$ cat src/logic/rv_ctrl_pkg.sv
package rv_ctrl_pkg;

    localparam int OPCODE_W  = 7;
    localparam int FUNCT3_W  = 3;
    localparam int FUNCT7_W  = 7;
    localparam int BYTE_EN_W = 8;  // RV64 doubleword lanes
    localparam int ALU_OP_W  = 4;
    localparam int WR_SRC_W  = 2;

    // Base RV64I major opcodes
    localparam logic [OPCODE_W-1:0] OP_REG    = 7'b0110011;
    localparam logic [OPCODE_W-1:0] OP_REG_W  = 7'b0111011;
    localparam logic [OPCODE_W-1:0] OP_IMM    = 7'b0010011;
    localparam logic [OPCODE_W-1:0] OP_IMM_W  = 7'b0011011;
    localparam logic [OPCODE_W-1:0] OP_LOAD   = 7'b0000011;
    localparam logic [OPCODE_W-1:0] OP_STORE  = 7'b0100011;
    localparam logic [OPCODE_W-1:0] OP_BRANCH = 7'b1100011;
    localparam logic [OPCODE_W-1:0] OP_LUI    = 7'b0110111;
    localparam logic [OPCODE_W-1:0] OP_AUIPC  = 7'b0010111;
    localparam logic [OPCODE_W-1:0] OP_JAL    = 7'b1101111;
    localparam logic [OPCODE_W-1:0] OP_JALR   = 7'b1100111;
    localparam logic [OPCODE_W-1:0] OP_FENCE  = 7'b0001111;
    localparam logic [OPCODE_W-1:0] OP_SYSTEM = 7'b1110011;

    typedef enum logic [3:0] {
        CLASS_REG_REG = 4'd0,
        CLASS_REG_IMM = 4'd1,
        CLASS_LUI     = 4'd2,
        CLASS_AUIPC   = 4'd3,
        CLASS_JAL     = 4'd4,
        CLASS_JALR    = 4'd5,
        CLASS_BRANCH  = 4'd6,
        CLASS_LOAD    = 4'd7,
        CLASS_STORE   = 4'd8,
        CLASS_FENCE   = 4'd9,
        CLASS_ECALL   = 4'd10,
        CLASS_ILLEGAL = 4'd11
    } instr_class_t;

    typedef enum logic [2:0] {
        IDLE     = 3'd0,
        FETCH    = 3'd1,
        DECODE   = 3'd2,
        EXECUTE  = 3'd3,
        MEM_WAIT = 3'd4
    } ctrl_state_t;

    // Register file write source
    localparam logic [WR_SRC_W-1:0] WR_SRC_ALU  = 2'b00;
    localparam logic [WR_SRC_W-1:0] WR_SRC_MEM  = 2'b10;
    localparam logic [WR_SRC_W-1:0] WR_SRC_LINK = 2'b11;  // pc + 4

endpackage

$ cat src/logic/ctrl_ifs.sv
interface decode_if;
    import rv_ctrl_pkg::*;

    instr_class_t           instr_class;
    logic [ALU_OP_W-1:0]    alu_op;
    logic                   alu_sub;
    logic                   alu_arith;
    logic                   alu_word;     // 32-bit W forms
    logic                   imm_operand;
    logic                   take_branch;
    logic [BYTE_EN_W-1:0]   byte_en;

    modport producer (output instr_class, alu_op, alu_sub, alu_arith, alu_word,
                      imm_operand, take_branch, byte_en);
    modport consumer (input instr_class, alu_op, alu_sub, alu_arith, alu_word,
                      imm_operand, take_branch, byte_en);
endinterface

interface mem_req_if;
    import rv_ctrl_pkg::*;

    logic                   start;
    logic                   write;
    logic                   data_access;  // Else full-word fetch
    logic [BYTE_EN_W-1:0]   byte_en;
    logic                   done;

    modport requester (output start, write, data_access, byte_en,
                       input done);
    modport responder (input start, write, data_access, byte_en,
                       output done);
endinterface

$ cat src/logic/control_seq.sv
module control_seq (
    input  logic                             clock,
    input  logic                             reset,
    decode_if.consumer                       dec,
    mem_req_if.requester                     mem,
    output logic                             alua_src,
    output logic                             alub_src,
    output logic                             aluy_src,
    output logic [rv_ctrl_pkg::ALU_OP_W-1:0] alu_src,
    output logic                             sub,
    output logic                             arithmetic,
    output logic                             alupc_src,
    output logic                             pc_src,
    output logic                             pc_en,
    output logic [rv_ctrl_pkg::WR_SRC_W-1:0] wr_reg_src,
    output logic                             wr_reg_en,
    output logic                             ir_en,
    output logic                             mem_addr_src,
    output logic                             illegal_instruction,
    output logic                             ecall
);
    import rv_ctrl_pkg::*;

    ctrl_state_t state;
    ctrl_state_t next_state;
    logic        fetch_wait;  // MEM_WAIT belongs to a fetch
    logic        is_load;
    logic        is_store;
    logic        data_class;
    logic        data_phase;

    assign is_load    = (dec.instr_class == CLASS_LOAD);
    assign is_store   = (dec.instr_class == CLASS_STORE);
    assign data_class = is_load || is_store;
    assign data_phase = data_class &&
                        (state == EXECUTE || (state == MEM_WAIT && !fetch_wait));

    assign mem.start       = (state == FETCH) || (state == EXECUTE && data_class);
    assign mem.write       = (state == EXECUTE) && is_store;
    assign mem.data_access = (state == EXECUTE);
    assign mem.byte_en     = dec.byte_en;

    always_ff @(posedge clock or posedge reset) begin
        if (reset) begin
            state      <= IDLE;
            fetch_wait <= 1'b0;
        end else begin
            state <= next_state;
            if (state == FETCH) begin
                fetch_wait <= 1'b1;
            end else if (state == EXECUTE) begin
                fetch_wait <= 1'b0;
            end
        end
    end

    always_comb begin
        next_state          = state;
        alua_src            = 1'b0;
        alub_src            = 1'b0;
        aluy_src            = 1'b0;
        alu_src             = '0;
        sub                 = 1'b0;
        arithmetic          = 1'b0;
        alupc_src           = 1'b0;
        pc_src              = 1'b0;
        pc_en               = 1'b0;
        wr_reg_src          = WR_SRC_ALU;
        wr_reg_en           = 1'b0;
        ir_en               = 1'b0;
        mem_addr_src        = 1'b0;
        illegal_instruction = 1'b0;
        ecall               = 1'b0;

        case (state)
            IDLE: next_state = FETCH;
            FETCH: next_state = MEM_WAIT;
            DECODE: next_state = EXECUTE;
            EXECUTE: begin
                pc_en      = !data_class;
                next_state = data_class ? MEM_WAIT : FETCH;
                case (dec.instr_class)
                    CLASS_REG_REG, CLASS_REG_IMM: begin
                        alub_src   = dec.imm_operand;
                        aluy_src   = dec.alu_word;
                        alu_src    = dec.alu_op;
                        sub        = dec.alu_sub;
                        arithmetic = dec.alu_arith;
                        wr_reg_en  = 1'b1;
                    end
                    CLASS_LUI: begin
                        alub_src  = 1'b1;
                        aluy_src  = 1'b1;
                        wr_reg_en = 1'b1;
                    end
                    CLASS_AUIPC: begin
                        alua_src  = 1'b1;
                        alub_src  = 1'b1;
                        wr_reg_en = 1'b1;
                    end
                    CLASS_JAL, CLASS_JALR: begin
                        alupc_src  = (dec.instr_class == CLASS_JALR);  // rs1-based target
                        pc_src     = 1'b1;
                        wr_reg_src = WR_SRC_LINK;
                        wr_reg_en  = 1'b1;
                    end
                    CLASS_BRANCH: begin
                        sub    = 1'b1;
                        pc_src = dec.take_branch;
                    end
                    CLASS_ECALL: ecall = 1'b1;
                    CLASS_ILLEGAL: illegal_instruction = 1'b1;
                    default: ;  // FENCE, load and store
                endcase
            end
            MEM_WAIT: begin
                if (fetch_wait) begin
                    ir_en = mem.done;
                    if (mem.done) next_state = DECODE;
                end else begin
                    pc_en     = mem.done;
                    wr_reg_en = mem.done && is_load;
                    if (mem.done) next_state = FETCH;
                end
            end
            default: next_state = IDLE;
        endcase

        // Address path held for the whole data access
        if (data_phase) begin
            mem_addr_src = 1'b1;
            alub_src     = dec.imm_operand;
            wr_reg_src   = is_load ? WR_SRC_MEM : WR_SRC_ALU;
        end
    end

    pc_ir_exclusive: assert property (
        @(posedge clock) disable iff (reset)
        !(pc_en && ir_en)
    );

    // Each instruction ends back in FETCH
    exit_to_fetch: assert property (
        @(posedge clock) disable iff (reset)
        (pc_en || state == IDLE) |=> (state == FETCH)
    );

endmodule

$ cat src/logic/instr_decoder.sv
module instr_decoder (
    input  logic [rv_ctrl_pkg::OPCODE_W-1:0] opcode,
    input  logic [rv_ctrl_pkg::FUNCT3_W-1:0] funct3,
    input  logic [rv_ctrl_pkg::FUNCT7_W-1:0] funct7,
    input  logic                             zero,
    input  logic                             negative,
    input  logic                             carry_out,
    input  logic                             overflow,
    decode_if.producer                       dec
);
    import rv_ctrl_pkg::*;

    instr_class_t cls;
    logic         reg_form;
    logic         imm_form;
    logic         eq_ne;
    logic         lt_ge;
    logic         ltu_geu;

    assign reg_form = (opcode == OP_REG) || (opcode == OP_REG_W);
    assign imm_form = (opcode == OP_IMM) || (opcode == OP_IMM_W);

    // Classification and legality
    always_comb begin
        cls = CLASS_ILLEGAL;
        case (opcode)
            OP_REG: begin
                cls = CLASS_REG_REG;
                if (funct3 == 3'b000 || funct3 == 3'b101) begin
                    if ({funct7[6], funct7[4:1]} != '0) cls = CLASS_ILLEGAL;
                end else if (funct7[6:1] != '0) begin
                    cls = CLASS_ILLEGAL;
                end
            end
            OP_REG_W: begin
                cls = CLASS_REG_REG;
                if (funct3 == 3'b000 || funct3 == 3'b101) begin
                    if ({funct7[6], funct7[4:0]} != '0) cls = CLASS_ILLEGAL;
                end else if (funct3 != 3'b001) begin
                    cls = CLASS_ILLEGAL;
                end
            end
            OP_IMM: begin
                cls = CLASS_REG_IMM;
                if (funct3 == 3'b001 && funct7[6:1] != '0) cls = CLASS_ILLEGAL;
                if (funct3 == 3'b101 && {funct7[6], funct7[4:1]} != '0) cls = CLASS_ILLEGAL;
            end
            OP_IMM_W: begin
                cls = CLASS_REG_IMM;
                if (funct3 == 3'b101 && {funct7[6], funct7[4:0]} != '0) begin
                    cls = CLASS_ILLEGAL;  // SRLIW/SRAIW
                end else if (funct3 == 3'b001 && funct7 != '0) begin
                    cls = CLASS_ILLEGAL;  // SLLIW
                end else if (!(funct3 inside {3'b000, 3'b001, 3'b101})) begin
                    cls = CLASS_ILLEGAL;
                end
            end
            OP_LOAD: cls = (funct3 == 3'b111) ? CLASS_ILLEGAL : CLASS_LOAD;
            OP_STORE: cls = funct3[2] ? CLASS_ILLEGAL : CLASS_STORE;
            OP_BRANCH: cls = CLASS_BRANCH;
            OP_LUI: cls = CLASS_LUI;
            OP_AUIPC: cls = CLASS_AUIPC;
            OP_JAL: cls = CLASS_JAL;
            OP_JALR: cls = CLASS_JALR;
            OP_FENCE: cls = CLASS_FENCE;
            OP_SYSTEM: begin
                // Only ECALL without Zicsr or trap return
                if (funct3 == '0 && funct7 == '0) cls = CLASS_ECALL;
            end
            default: cls = CLASS_ILLEGAL;
        endcase
    end

    assign dec.instr_class = cls;

    // ALU controls
    assign dec.alu_op    = reg_form ? {funct7[0], funct3} :
                           imm_form ? {1'b0, funct3} : '0;
    assign dec.alu_sub   = reg_form && funct7[5];
    assign dec.alu_arith = reg_form ? funct7[5] :
                           (imm_form && funct7[5] && funct3 == 3'b101);  // SRAI only
    assign dec.alu_word  = (opcode == OP_REG_W) || (opcode == OP_IMM_W);
    assign dec.imm_operand = cls inside {CLASS_REG_IMM, CLASS_LUI, CLASS_AUIPC,
                                         CLASS_LOAD, CLASS_STORE};

    // Branch decision from subtraction flags
    assign eq_ne   = zero ^ funct3[0];
    assign lt_ge   = (negative ^ overflow) ^ funct3[0];
    assign ltu_geu = carry_out ~^ funct3[0];  // Carry set means no borrow
    assign dec.take_branch = funct3[1] ? ltu_geu : (funct3[2] ? lt_ge : eq_ne);

    always_comb begin
        case (funct3[1:0])
            2'b00:   dec.byte_en = 8'h01;
            2'b01:   dec.byte_en = 8'h03;
            2'b10:   dec.byte_en = 8'h0F;
            default: dec.byte_en = 8'hFF;
        endcase
    end

    always_comb begin
        assert (cls inside {[CLASS_REG_REG:CLASS_ILLEGAL]});
    end

endmodule

$ cat src/logic/mem_access_seq.sv
module mem_access_seq (
    input  logic                              clock,
    input  logic                              reset,
    input  logic                              mem_ack,
    mem_req_if.responder                      req,
    output logic                              mem_rd_en,
    output logic                              mem_wr_en,
    output logic [rv_ctrl_pkg::BYTE_EN_W-1:0] mem_byte_en
);
    import rv_ctrl_pkg::*;

    logic req_open;

    assign req_open = mem_rd_en || mem_wr_en;

    // Same cycle as the acknowledge
    assign req.done = req_open && mem_ack;

    always_ff @(posedge clock or posedge reset) begin
        if (reset) begin
            mem_rd_en   <= 1'b0;
            mem_wr_en   <= 1'b0;
            mem_byte_en <= '0;
        end else if (req.start) begin
            mem_rd_en   <= !req.write;
            mem_wr_en   <= req.write;
            mem_byte_en <= req.data_access ? req.byte_en : {BYTE_EN_W{1'b1}};
        end else if (req.done) begin
            mem_rd_en   <= 1'b0;
            mem_wr_en   <= 1'b0;
            mem_byte_en <= '0;
        end
    end

    rd_wr_exclusive: assert property (
        @(posedge clock) disable iff (reset)
        !(mem_rd_en && mem_wr_en)
    );

    // Requester must wait for done
    no_start_while_open: assert property (
        @(posedge clock) disable iff (reset)
        req.start |-> !req_open
    );

endmodule

$ cat src/logic/rv_ctrl_top.sv
module rv_ctrl_top (
    input  logic                              clock,
    input  logic                              reset,
    input  logic                              mem_ack,
    input  logic [rv_ctrl_pkg::OPCODE_W-1:0]  opcode,
    input  logic [rv_ctrl_pkg::FUNCT3_W-1:0]  funct3,
    input  logic [rv_ctrl_pkg::FUNCT7_W-1:0]  funct7,
    input  logic                              zero,
    input  logic                              negative,
    input  logic                              carry_out,
    input  logic                              overflow,
    output logic                              mem_rd_en,
    output logic                              mem_wr_en,
    output logic [rv_ctrl_pkg::BYTE_EN_W-1:0] mem_byte_en,
    output logic                              alua_src,
    output logic                              alub_src,
    output logic                              aluy_src,
    output logic [rv_ctrl_pkg::ALU_OP_W-1:0]  alu_src,
    output logic                              sub,
    output logic                              arithmetic,
    output logic                              alupc_src,
    output logic                              pc_src,
    output logic                              pc_en,
    output logic [rv_ctrl_pkg::WR_SRC_W-1:0]  wr_reg_src,
    output logic                              wr_reg_en,
    output logic                              ir_en,
    output logic                              mem_addr_src,
    output logic                              illegal_instruction,
    output logic                              ecall
);

    decode_if  dec_bus ();
    mem_req_if mem_bus ();

    instr_decoder u_decoder (
        .opcode    (opcode),
        .funct3    (funct3),
        .funct7    (funct7),
        .zero      (zero),
        .negative  (negative),
        .carry_out (carry_out),
        .overflow  (overflow),
        .dec       (dec_bus.producer)
    );

    mem_access_seq u_mem_seq (
        .clock       (clock),
        .reset       (reset),
        .mem_ack     (mem_ack),
        .req         (mem_bus.responder),
        .mem_rd_en   (mem_rd_en),
        .mem_wr_en   (mem_wr_en),
        .mem_byte_en (mem_byte_en)
    );

    control_seq u_ctrl_seq (
        .clock               (clock),
        .reset               (reset),
        .dec                 (dec_bus.consumer),
        .mem                 (mem_bus.requester),
        .alua_src            (alua_src),
        .alub_src            (alub_src),
        .aluy_src            (aluy_src),
        .alu_src             (alu_src),
        .sub                 (sub),
        .arithmetic          (arithmetic),
        .alupc_src           (alupc_src),
        .pc_src              (pc_src),
        .pc_en               (pc_en),
        .wr_reg_src          (wr_reg_src),
        .wr_reg_en           (wr_reg_en),
        .ir_en               (ir_en),
        .mem_addr_src        (mem_addr_src),
        .illegal_instruction (illegal_instruction),
        .ecall               (ecall)
    );

endmodule

$ cat config.mk
export PLATFORM = sky130hd
export DESIGN_NAME = rv_ctrl_top
export DESIGN_NICKNAME = d
export VERILOG_FILES = /design/src/logic/rv_ctrl_pkg.sv /design/src/logic/ctrl_ifs.sv /design/src/logic/control_seq.sv /design/src/logic/instr_decoder.sv /design/src/logic/mem_access_seq.sv /design/src/logic/rv_ctrl_top.sv
export SDC_FILE = /design/constraint.sdc
export NUM_CORES = 1
export LEC_CHECK = 0
export BUFFER_PORTS_ARGS = -buffer_cell sky130_fd_sc_hd__buf_4
export CAP_MARGIN = 20
export CORE_MARGIN = 2
export CORE_UTILIZATION = 52
export DETAILED_ROUTE_END_ITERATION = 6
export HOLD_SLACK_MARGIN = 0.05
export PLACE_DENSITY = 0.85
export SYNTH_ARGS = -nofsm -noshare
export SYNTH_HDL_FRONTEND = slang
export SYNTH_SLANG_ARGS = --single-unit
$ cat constraint.sdc
create_clock -name clock -period 3.62 [get_ports clock]
set_clock_uncertainty 0.05 [all_clocks]
set_input_delay 0 -clock clock [delete_from_list [all_inputs] [get_ports clock]]
set_output_delay 0 -clock clock [all_outputs]
set_load 0.005 [all_outputs]
==> metrics.md, run 1 <==
| Metric | Value |
|---|---|
| Status | completed |
| Top Ports | 53 |
| Flops & latches, synth | 10 |
| Residual DRC count | 0 |
| Asr flop ratio synth | 100.0% |
| Synth warn | 0 |
| Antenna Cells | 0 |
| Peak Freq | 0.4201 GHz |
| Crit path max fanout | 7 |
| Initial antenna violation count | 0 |
| HPWL after detailed placement | between 2000 and 3000 µm |
| Grt total ovfl | 0 |
| Unrepaired setup endpoints after global routing | false |
| Layout cells sized above 1 | ~37% |
| Yosys cell types | between 60 and 70 |
| Finished Core Util | a little over two thirds |
| Syn Area/Cell | 7.739 µm² |
| Logic pwr share | 51.8% |
| HP Start | funct3[0] |
| Clock network fraction of design power | 15.6% |
| Post-synth top area share | 19.36% |
| Total wire length | ~3700 µm |
| Port bufs | 52 |
| Worst Hold Path Cells | 3 |
| Via-to-Cell Ratio | just over 6 |
| Final setup margin | between 1 and 1.5 ns |
| Psw | 0.2609 mW |
| Synth area leaders | dfrtp_1 19%, nor2_1 4.6%, nand2_1 4.1%, buf_4 3.5%, buf_6 3.5% |
| Worst Path Arrival | ~2.3 ns |
| Int Pwr | just under 0.4 mW |
| Worst r2r src | u_mem_seq.mem_wr_en |
| Post-synthesis sequential area ratio | around a fifth |
| Critical Path RT | between 3 and 4 ns |
| CP endpoint kind | output pin |
| Inst Count DP | 236 |
| Switching share of power | 40.04% |
| Peak supply drop | between 0.3 and 0.4 mV |
| TNS Setup | 0 ns |
| Final period util | 65.76% |
| Post-DR wirelength/cell | ~15 µm |
| Sequential power share | between 30 and 40% |
| Final hold vios | 0 |
| Num CTS Buffers | 3 |
| Clock Latency Late Sink | 0.27 ns |
| Largest net degree at the start of global routing | 13 |
| Sink Count | 10 |
| Post-CTS sizing | 0 |
| Post-CTS Setup Repair Bufs | 0 |
| Final setup fails | 0 |
| Flop2flop setup slack | 2.11 ns |
| Final std cells w/o fill | 242 |
| Starting DRT DRC Count | 63 |
| Primary FF master, synth | dfrtp_1 |
| CTS tree | done |
| Synth cell count leaders | 16 x nor2_1, 14 x nand2_1, 10 x dfrtp_1 |
| Starting Density | a little over half |
| Pre-CTS worst setup slack | 1.615 ns |
| Site row count | 18 |
| Fin. max-slew vios | 0 |
| Worst Hold Class | in -> reg |
| Placeable Area | ~0.0024 mm² |
| Static leakage | ~0.75 nW |
| Worst Hold End | u_mem_seq.mem_byte_en[6] |
| Worst relative slew slack | around three fifths |
| Area Growth Syn to Fin | 29.53% |
| GPL Wtd Cong | 0.9398 |
| Reg clk slew, reported paths | roughly 0.070 ns |
| H-tree depth | 1 |
| Filler Cells Inserted | between 150 and 200 |
| Most area-hungry cell type in the Yosys netlist | dfrtp_1 |
| Tmin final | between 2 and 2.5 ns |
| Mapped Nets | ~190 |
| Cts hold-fix bufs | 2 |
| Total Routing Usage GR | approximately a quarter |
| Post-synth EDFFs | 0 |
| Worst Tran Pin Value | roughly 0.62 ns |
| Chip height | about 54 µm |
| Die extent in x | between 50 and 60 µm |
| Die Area | just under 0.003 mm² |
| DR pass1 iterations | 4 |
| Worst flop-to-flop path endpoint | u_mem_seq.mem_byte_en[3] |
| Final nets | around 240 |
| Max-Cap Viols | 0 |
| Gate Count Post-Synth | 167 |
| R2R cell count | 4 |
| Bufs on Longest Clock Path | 2 |
| First-pass GRT wire length | ~5700 µm |
| Total Power | 0.6516 mW |
| Cell area after technology mapping | roughly 0.0013 mm² |
| Root buffer cell | clkbuf_4 |
| Antenna-violating nets left | 0 |
| Number of global-route vias before repair | 1278 |
| Pwr Density | around 390 mW/mm² |
| Worst Path Class, Setup | reg -> out |
| Critical Path Source Type | register |
| Most numerous cell in the Yosys netlist | nor2_1 |
| Via count | 1495 |
==> placed cells by master (no fill, tap or decap), types with 3 or more instances in the layout <==
cell type	n
nor2b_1	5
nand2b_1	5
nand2_1	14
dfrtp_1	10
o211ai_1	5
a21oi_1	7
and3_1	6
inv_1	8
nor3_1	7
buf_4	52
o21ai_0	3
nand3_1	6
nor2_1	16
o21ai_1	4
clkbuf_4	3
==> power by group through the flow <==
stage / clock network [mW] / registers, mW / logic (mW)
2_1_floorplan: 0 / 0.203 / 0.226
3_3_place_gp: 0 / 0.208 / 0.325
3_5_place_dp: 0 / 0.213 / 0.333
4_1_cts: 0.104 / 0.211 / 0.336
5_1_grt: 0.113 / 0.220 / 0.370
6_report: 0.102 / 0.212 / 0.338
==> worst max path at each step <==
| stage | from | endpoint | slack (ns) | depth (start not counted) |
|---|---|---|---|---|
| after floorplan | opcode[2] | u_mem_seq.mem_byte_en[3] | 1.97 | 8 |
| after global placement | u_ctrl_seq.state[2] | alub_src | 1.72 | 6 |
| after detailed placement | u_ctrl_seq.state[2] | alub_src | 1.61 | 6 |
| after CTS | u_ctrl_seq.state[2] | alub_src | 1.30 | 6 |
| after global routing | u_ctrl_seq.state[0] | alub_src | 1.01 | 6 |
| final | u_ctrl_seq.state[0] | alub_src | 1.24 | 6 |
==> per-layer routing <==
metal	vias up	global-route usage [%]	part of all wire [%]
met1	697	36.50	42
met5	-	0	0
met3	4	3.611	8.3
met4	0	5.128	0.74
li1	706	-	-
met2	88	43.09	49
==> critical path, stage by stage (launching register included) <==
cell and delay, ns:
dfrtp_1 0.41, nor2b_1 0.38, nand2_1 0.25, a21oi_1 0.21
nand4bb_2 0.24, o32ai_1 0.40, buf_4 0.17
==> through the flow <==
stage	area [µm²]	hold WS (ns)
finish	1674	0.04700
detailed placement	1618	-0.03443
global placement	1618	-0.05401
CTS	1674	0.05295
floorplan	1292	-0.2098
global route	1674	0.06278
==> state kept, by name, indices dropped and copies added, names as in the netlist <==
signal / cells
u_ctrl_seq.fetch_wait: 1
u_ctrl_seq.state: 3
u_mem_seq.mem_byte_en: 4
u_mem_seq.mem_rd_en: 1
u_mem_seq.mem_wr_en: 1
==> layout make-up <==
| type | count | area (µm²) | area share, % |
|---|---|---|---|
| tap | 30 | 37.54 | 2.242 |
| clock buffer | 4 | 36.28 | 2.167 |
| sequential | 10 | 250.2 | 14.95 |
| timing repair buffer | 54 | 410.4 | 24.51 |
| inverter | 8 | 30.03 | 1.794 |
| multi-input combinational | 136 | 909.6 | 54.33 |
==> logic make-up (layout without fill, tap and decap cells) <==
| group | after synthesis | count (layout) | share of synthesized area, % |
|---|---|---|---|
| AO/OA/AOI/OAI | 44 | 44 | 25.85 |
| XOR/XNOR | 2 | 2 | 1.356 |
| buffers and inverters | 21 | 66 | 10.26 |
| flip-flops | 10 | 10 | 19.36 |
| multiplexers | 2 | 2 | 1.549 |
| AND/OR/NAND/NOR | 88 | 88 | 41.63 |
(Power assumes the default switching activity.)
==> run 2, diff against run 1 <==
Settings changed: CORE_UTILIZATION 52 to 48, PLACE_DENSITY 0.85 to 0.8.
Clock period 3.62 ns to 2.2 ns, I/O delays scaled along.
==> metrics.md, run 2 (synthesis results as in run 1) <==
| Metric | Value |
|---|---|
| Pwr Density | about 630 mW/mm² |
| Bufs on Longest Clock Path | 2 |
| Filler Cells Inserted | between 200 and 250 |
| Critical Path Source Type | register |
| Crit-path cells | nor2b_1 > nand2_1 > a21oi_1 > nand4bb_2 > nor2b_4 > and4b_1 > buf_4 |
| Worst flop-to-flop path endpoint | u_mem_seq.mem_byte_en[3] |
| First-pass GRT wire length | 6003 µm |
| Port bufs | 52 |
| Top Metal Used | met4 |
| Post-CTS sizing | 0 |
| Num CTS Buffers | 3 |
| TNS Setup | 0 ns |
| Worst relative slew slack | between 60% and 70% |
| Tmin final | about 2.1 ns |
| Initial antenna violation count | 0 |
| Final std cells w/o fill | between 200 and 250 |
| DR pass1 iterations | 4 |
| Total wire length | 3672 µm |
| Max-Cap Viols | 0 |
| Largest net degree at the start of global routing | 13 |
| Antenna Cells | 0 |
| Final nets | around 240 |
| Flop2flop setup slack | ~0.66 ns |
| H-tree depth | 1 |
| Site row count | 18 |
| Root buffer cell | clkbuf_4 |
| Clock Latency Late Sink | around 0.27 ns |
| Static leakage | around 0.76 nW |
| Final setup fails | 0 |
| HPWL after detailed placement | 2941 µm |
| HP Start | funct3[0] |
| Via count | approximately 1500 |
| Grt total ovfl | 0 |
| Fin. max-slew vios | 0 |
| Final setup margin | around 0.14 ns |
| CP endpoint kind | output pin |
| DRT met1 WL | between 1500 and 2000 µm |
| Critical Path RT | approximately 2.2 ns |
| Crit path max fanout | 7 |
| Starting Density | 51.24% |
| Peak Freq | about 0.49 GHz |
| Number of global-route vias before repair | approximately 1400 |
| Top Ports | 53 |
| Placeable Area | approximately 0.0025 mm² |
| Final period util | 93.63% |
| Unrepaired setup endpoints after global routing | false |
| Reg clk slew, reported paths | ~0.06 ns |
| GPL Wtd Cong | 0.8738 |
| Top Registers | u_mem_seq.mem_byte_en (4), u_ctrl_seq.state (3) |
| Die extent in x | roughly 56 µm |
| Critical Path Start | u_ctrl_seq.state[2] |
| Area Growth Syn to Fin | 29.62% |
| Die Area | between 0.003 and 0.004 mm² |
| Pre-CTS worst setup slack | 0.2794 ns |
| Peak supply drop | between 0.5 and 0.6 mV |
| Sink Count | 10 |
| Largest stage delay, worst path | around 0.43 ns |
| Post-DR wirelength/cell | ~15 µm |
| Worst Path Arrival | about 2 ns |
| Chip height | ~56 µm |
| Final hold vios | 0 |
| Antenna-violating nets left | 0 |
| Starting DRT DRC Count | 74 |
| Total Power | about 1.0 mW |
| Total Routing Usage GR | around a quarter |
| Commonest non-fill, non-tap cell in the layout | buf_4 |
| Worst Hold Class | in -> reg |
| Via-to-Cell Ratio | around 6 |
| Worst r2r src | u_mem_seq.mem_wr_en |
| Critical path's slowest cell | dfrtp_1 |
| Status | completed |
| Inst Count DP | roughly 240 |
| Max FFs per register | 4 |
| Finished Core Util | about two thirds |
| R2R cell count | 4 |
| Most frequent cells in the layout | 54 x buf_4, 16 x nor2_1, 14 x nand2_1, 10 x dfrtp_1, 8 x inv_1 |
| Largest reg by FF count | u_mem_seq.mem_byte_en |
| CTS tree | done |
| Worst Tran Pin Value | 0.5846 ns |
| Met2 Wirelength | 1707 µm |
| Met3 routed WL | ~250 µm |
| Layout cells sized above 1 | around 37% |
| Critical Path End | arithmetic |
| Residual DRC count | 0 |
| Worst Path Class, Setup | reg -> out |
[run 2: cell types whose count changed in the layout (fill, tap and decap cells not counted), sizes merged]
| cell | delta |
|---|---|
| buf | +2 |
| clkbuf | -1 |
[run 2: worst max-delay path: cells and delay by family, from the launching register on]
family | cells | cell delay (ns)
and+or+nand+nor | 5 | 0.99
DFF | 1 | 0.43
buffers and inverters | 1 | 0.11
AOI/OAI and AO/OA | 1 | 0.20
[run 2: routing by layer]
metal | global-route usage, % | up-vias
met4 | 9.184 | 0
met5 | 0 | -
met3 | 3.256 | 5
li1 | - | 712
met2 | 38.95 | 67
met1 | 30.20 | 694
[run 2: worst min-delay path by stage]
stage	end	slack, ns	depth (start not counted)
floorplan	u_ctrl_seq.fetch_wait	-0.21	1
global route	u_mem_seq.mem_byte_en[6]	0.07	3
CTS	u_mem_seq.mem_byte_en[6]	0.06	3
finish	u_mem_seq.mem_byte_en[6]	0.06	3
global placement	u_mem_seq.mem_wr_en	-0.06	2
detailed placement	u_mem_seq.mem_wr_en	-0.04	2
[run 2: final cells by class]
| class | instances | area (µm²) | area share, % |
|---|---|---|---|
| flip-flops and latches | 10 | 250.2 | 14.94 |
| multi-input cells | 136 | 909.6 | 54.29 |
| inverters | 8 | 30.03 | 1.792 |
| clock buffers | 3 | 22.52 | 1.344 |
| repair buffers | 56 | 425.4 | 25.39 |
| well taps | 30 | 37.54 | 2.240 |
[run 2: repair_timing]
item / 4_1_cts / 5_1_grt
setup buffers: 0 / 1
hold endpoints to repair: 12 / 0
setup endpoints to repair: 0 / 2
hold buffers: 2 / 0
[run 2: metrics by stage]
step	hold WS [ns]	cell area (µm²)
floorplan	-0.2098	1292
global placement	-0.05697	1625
detailed placement	-0.04100	1625
CTS	0.05965	1668
global route	0.07129	1675
finish	0.05526	1675
[run 2: power by group]
| part | internal, mW | switching (mW) | total [mW] | leakage, nW |
|---|---|---|---|---|
| registers | 0.265 | 0.0846 | 0.350 | 0.123 |
| clock network | 0.0634 | 0.0663 | 0.130 | 0.0138 |
| logic | 0.289 | 0.281 | 0.570 | 0.619 |
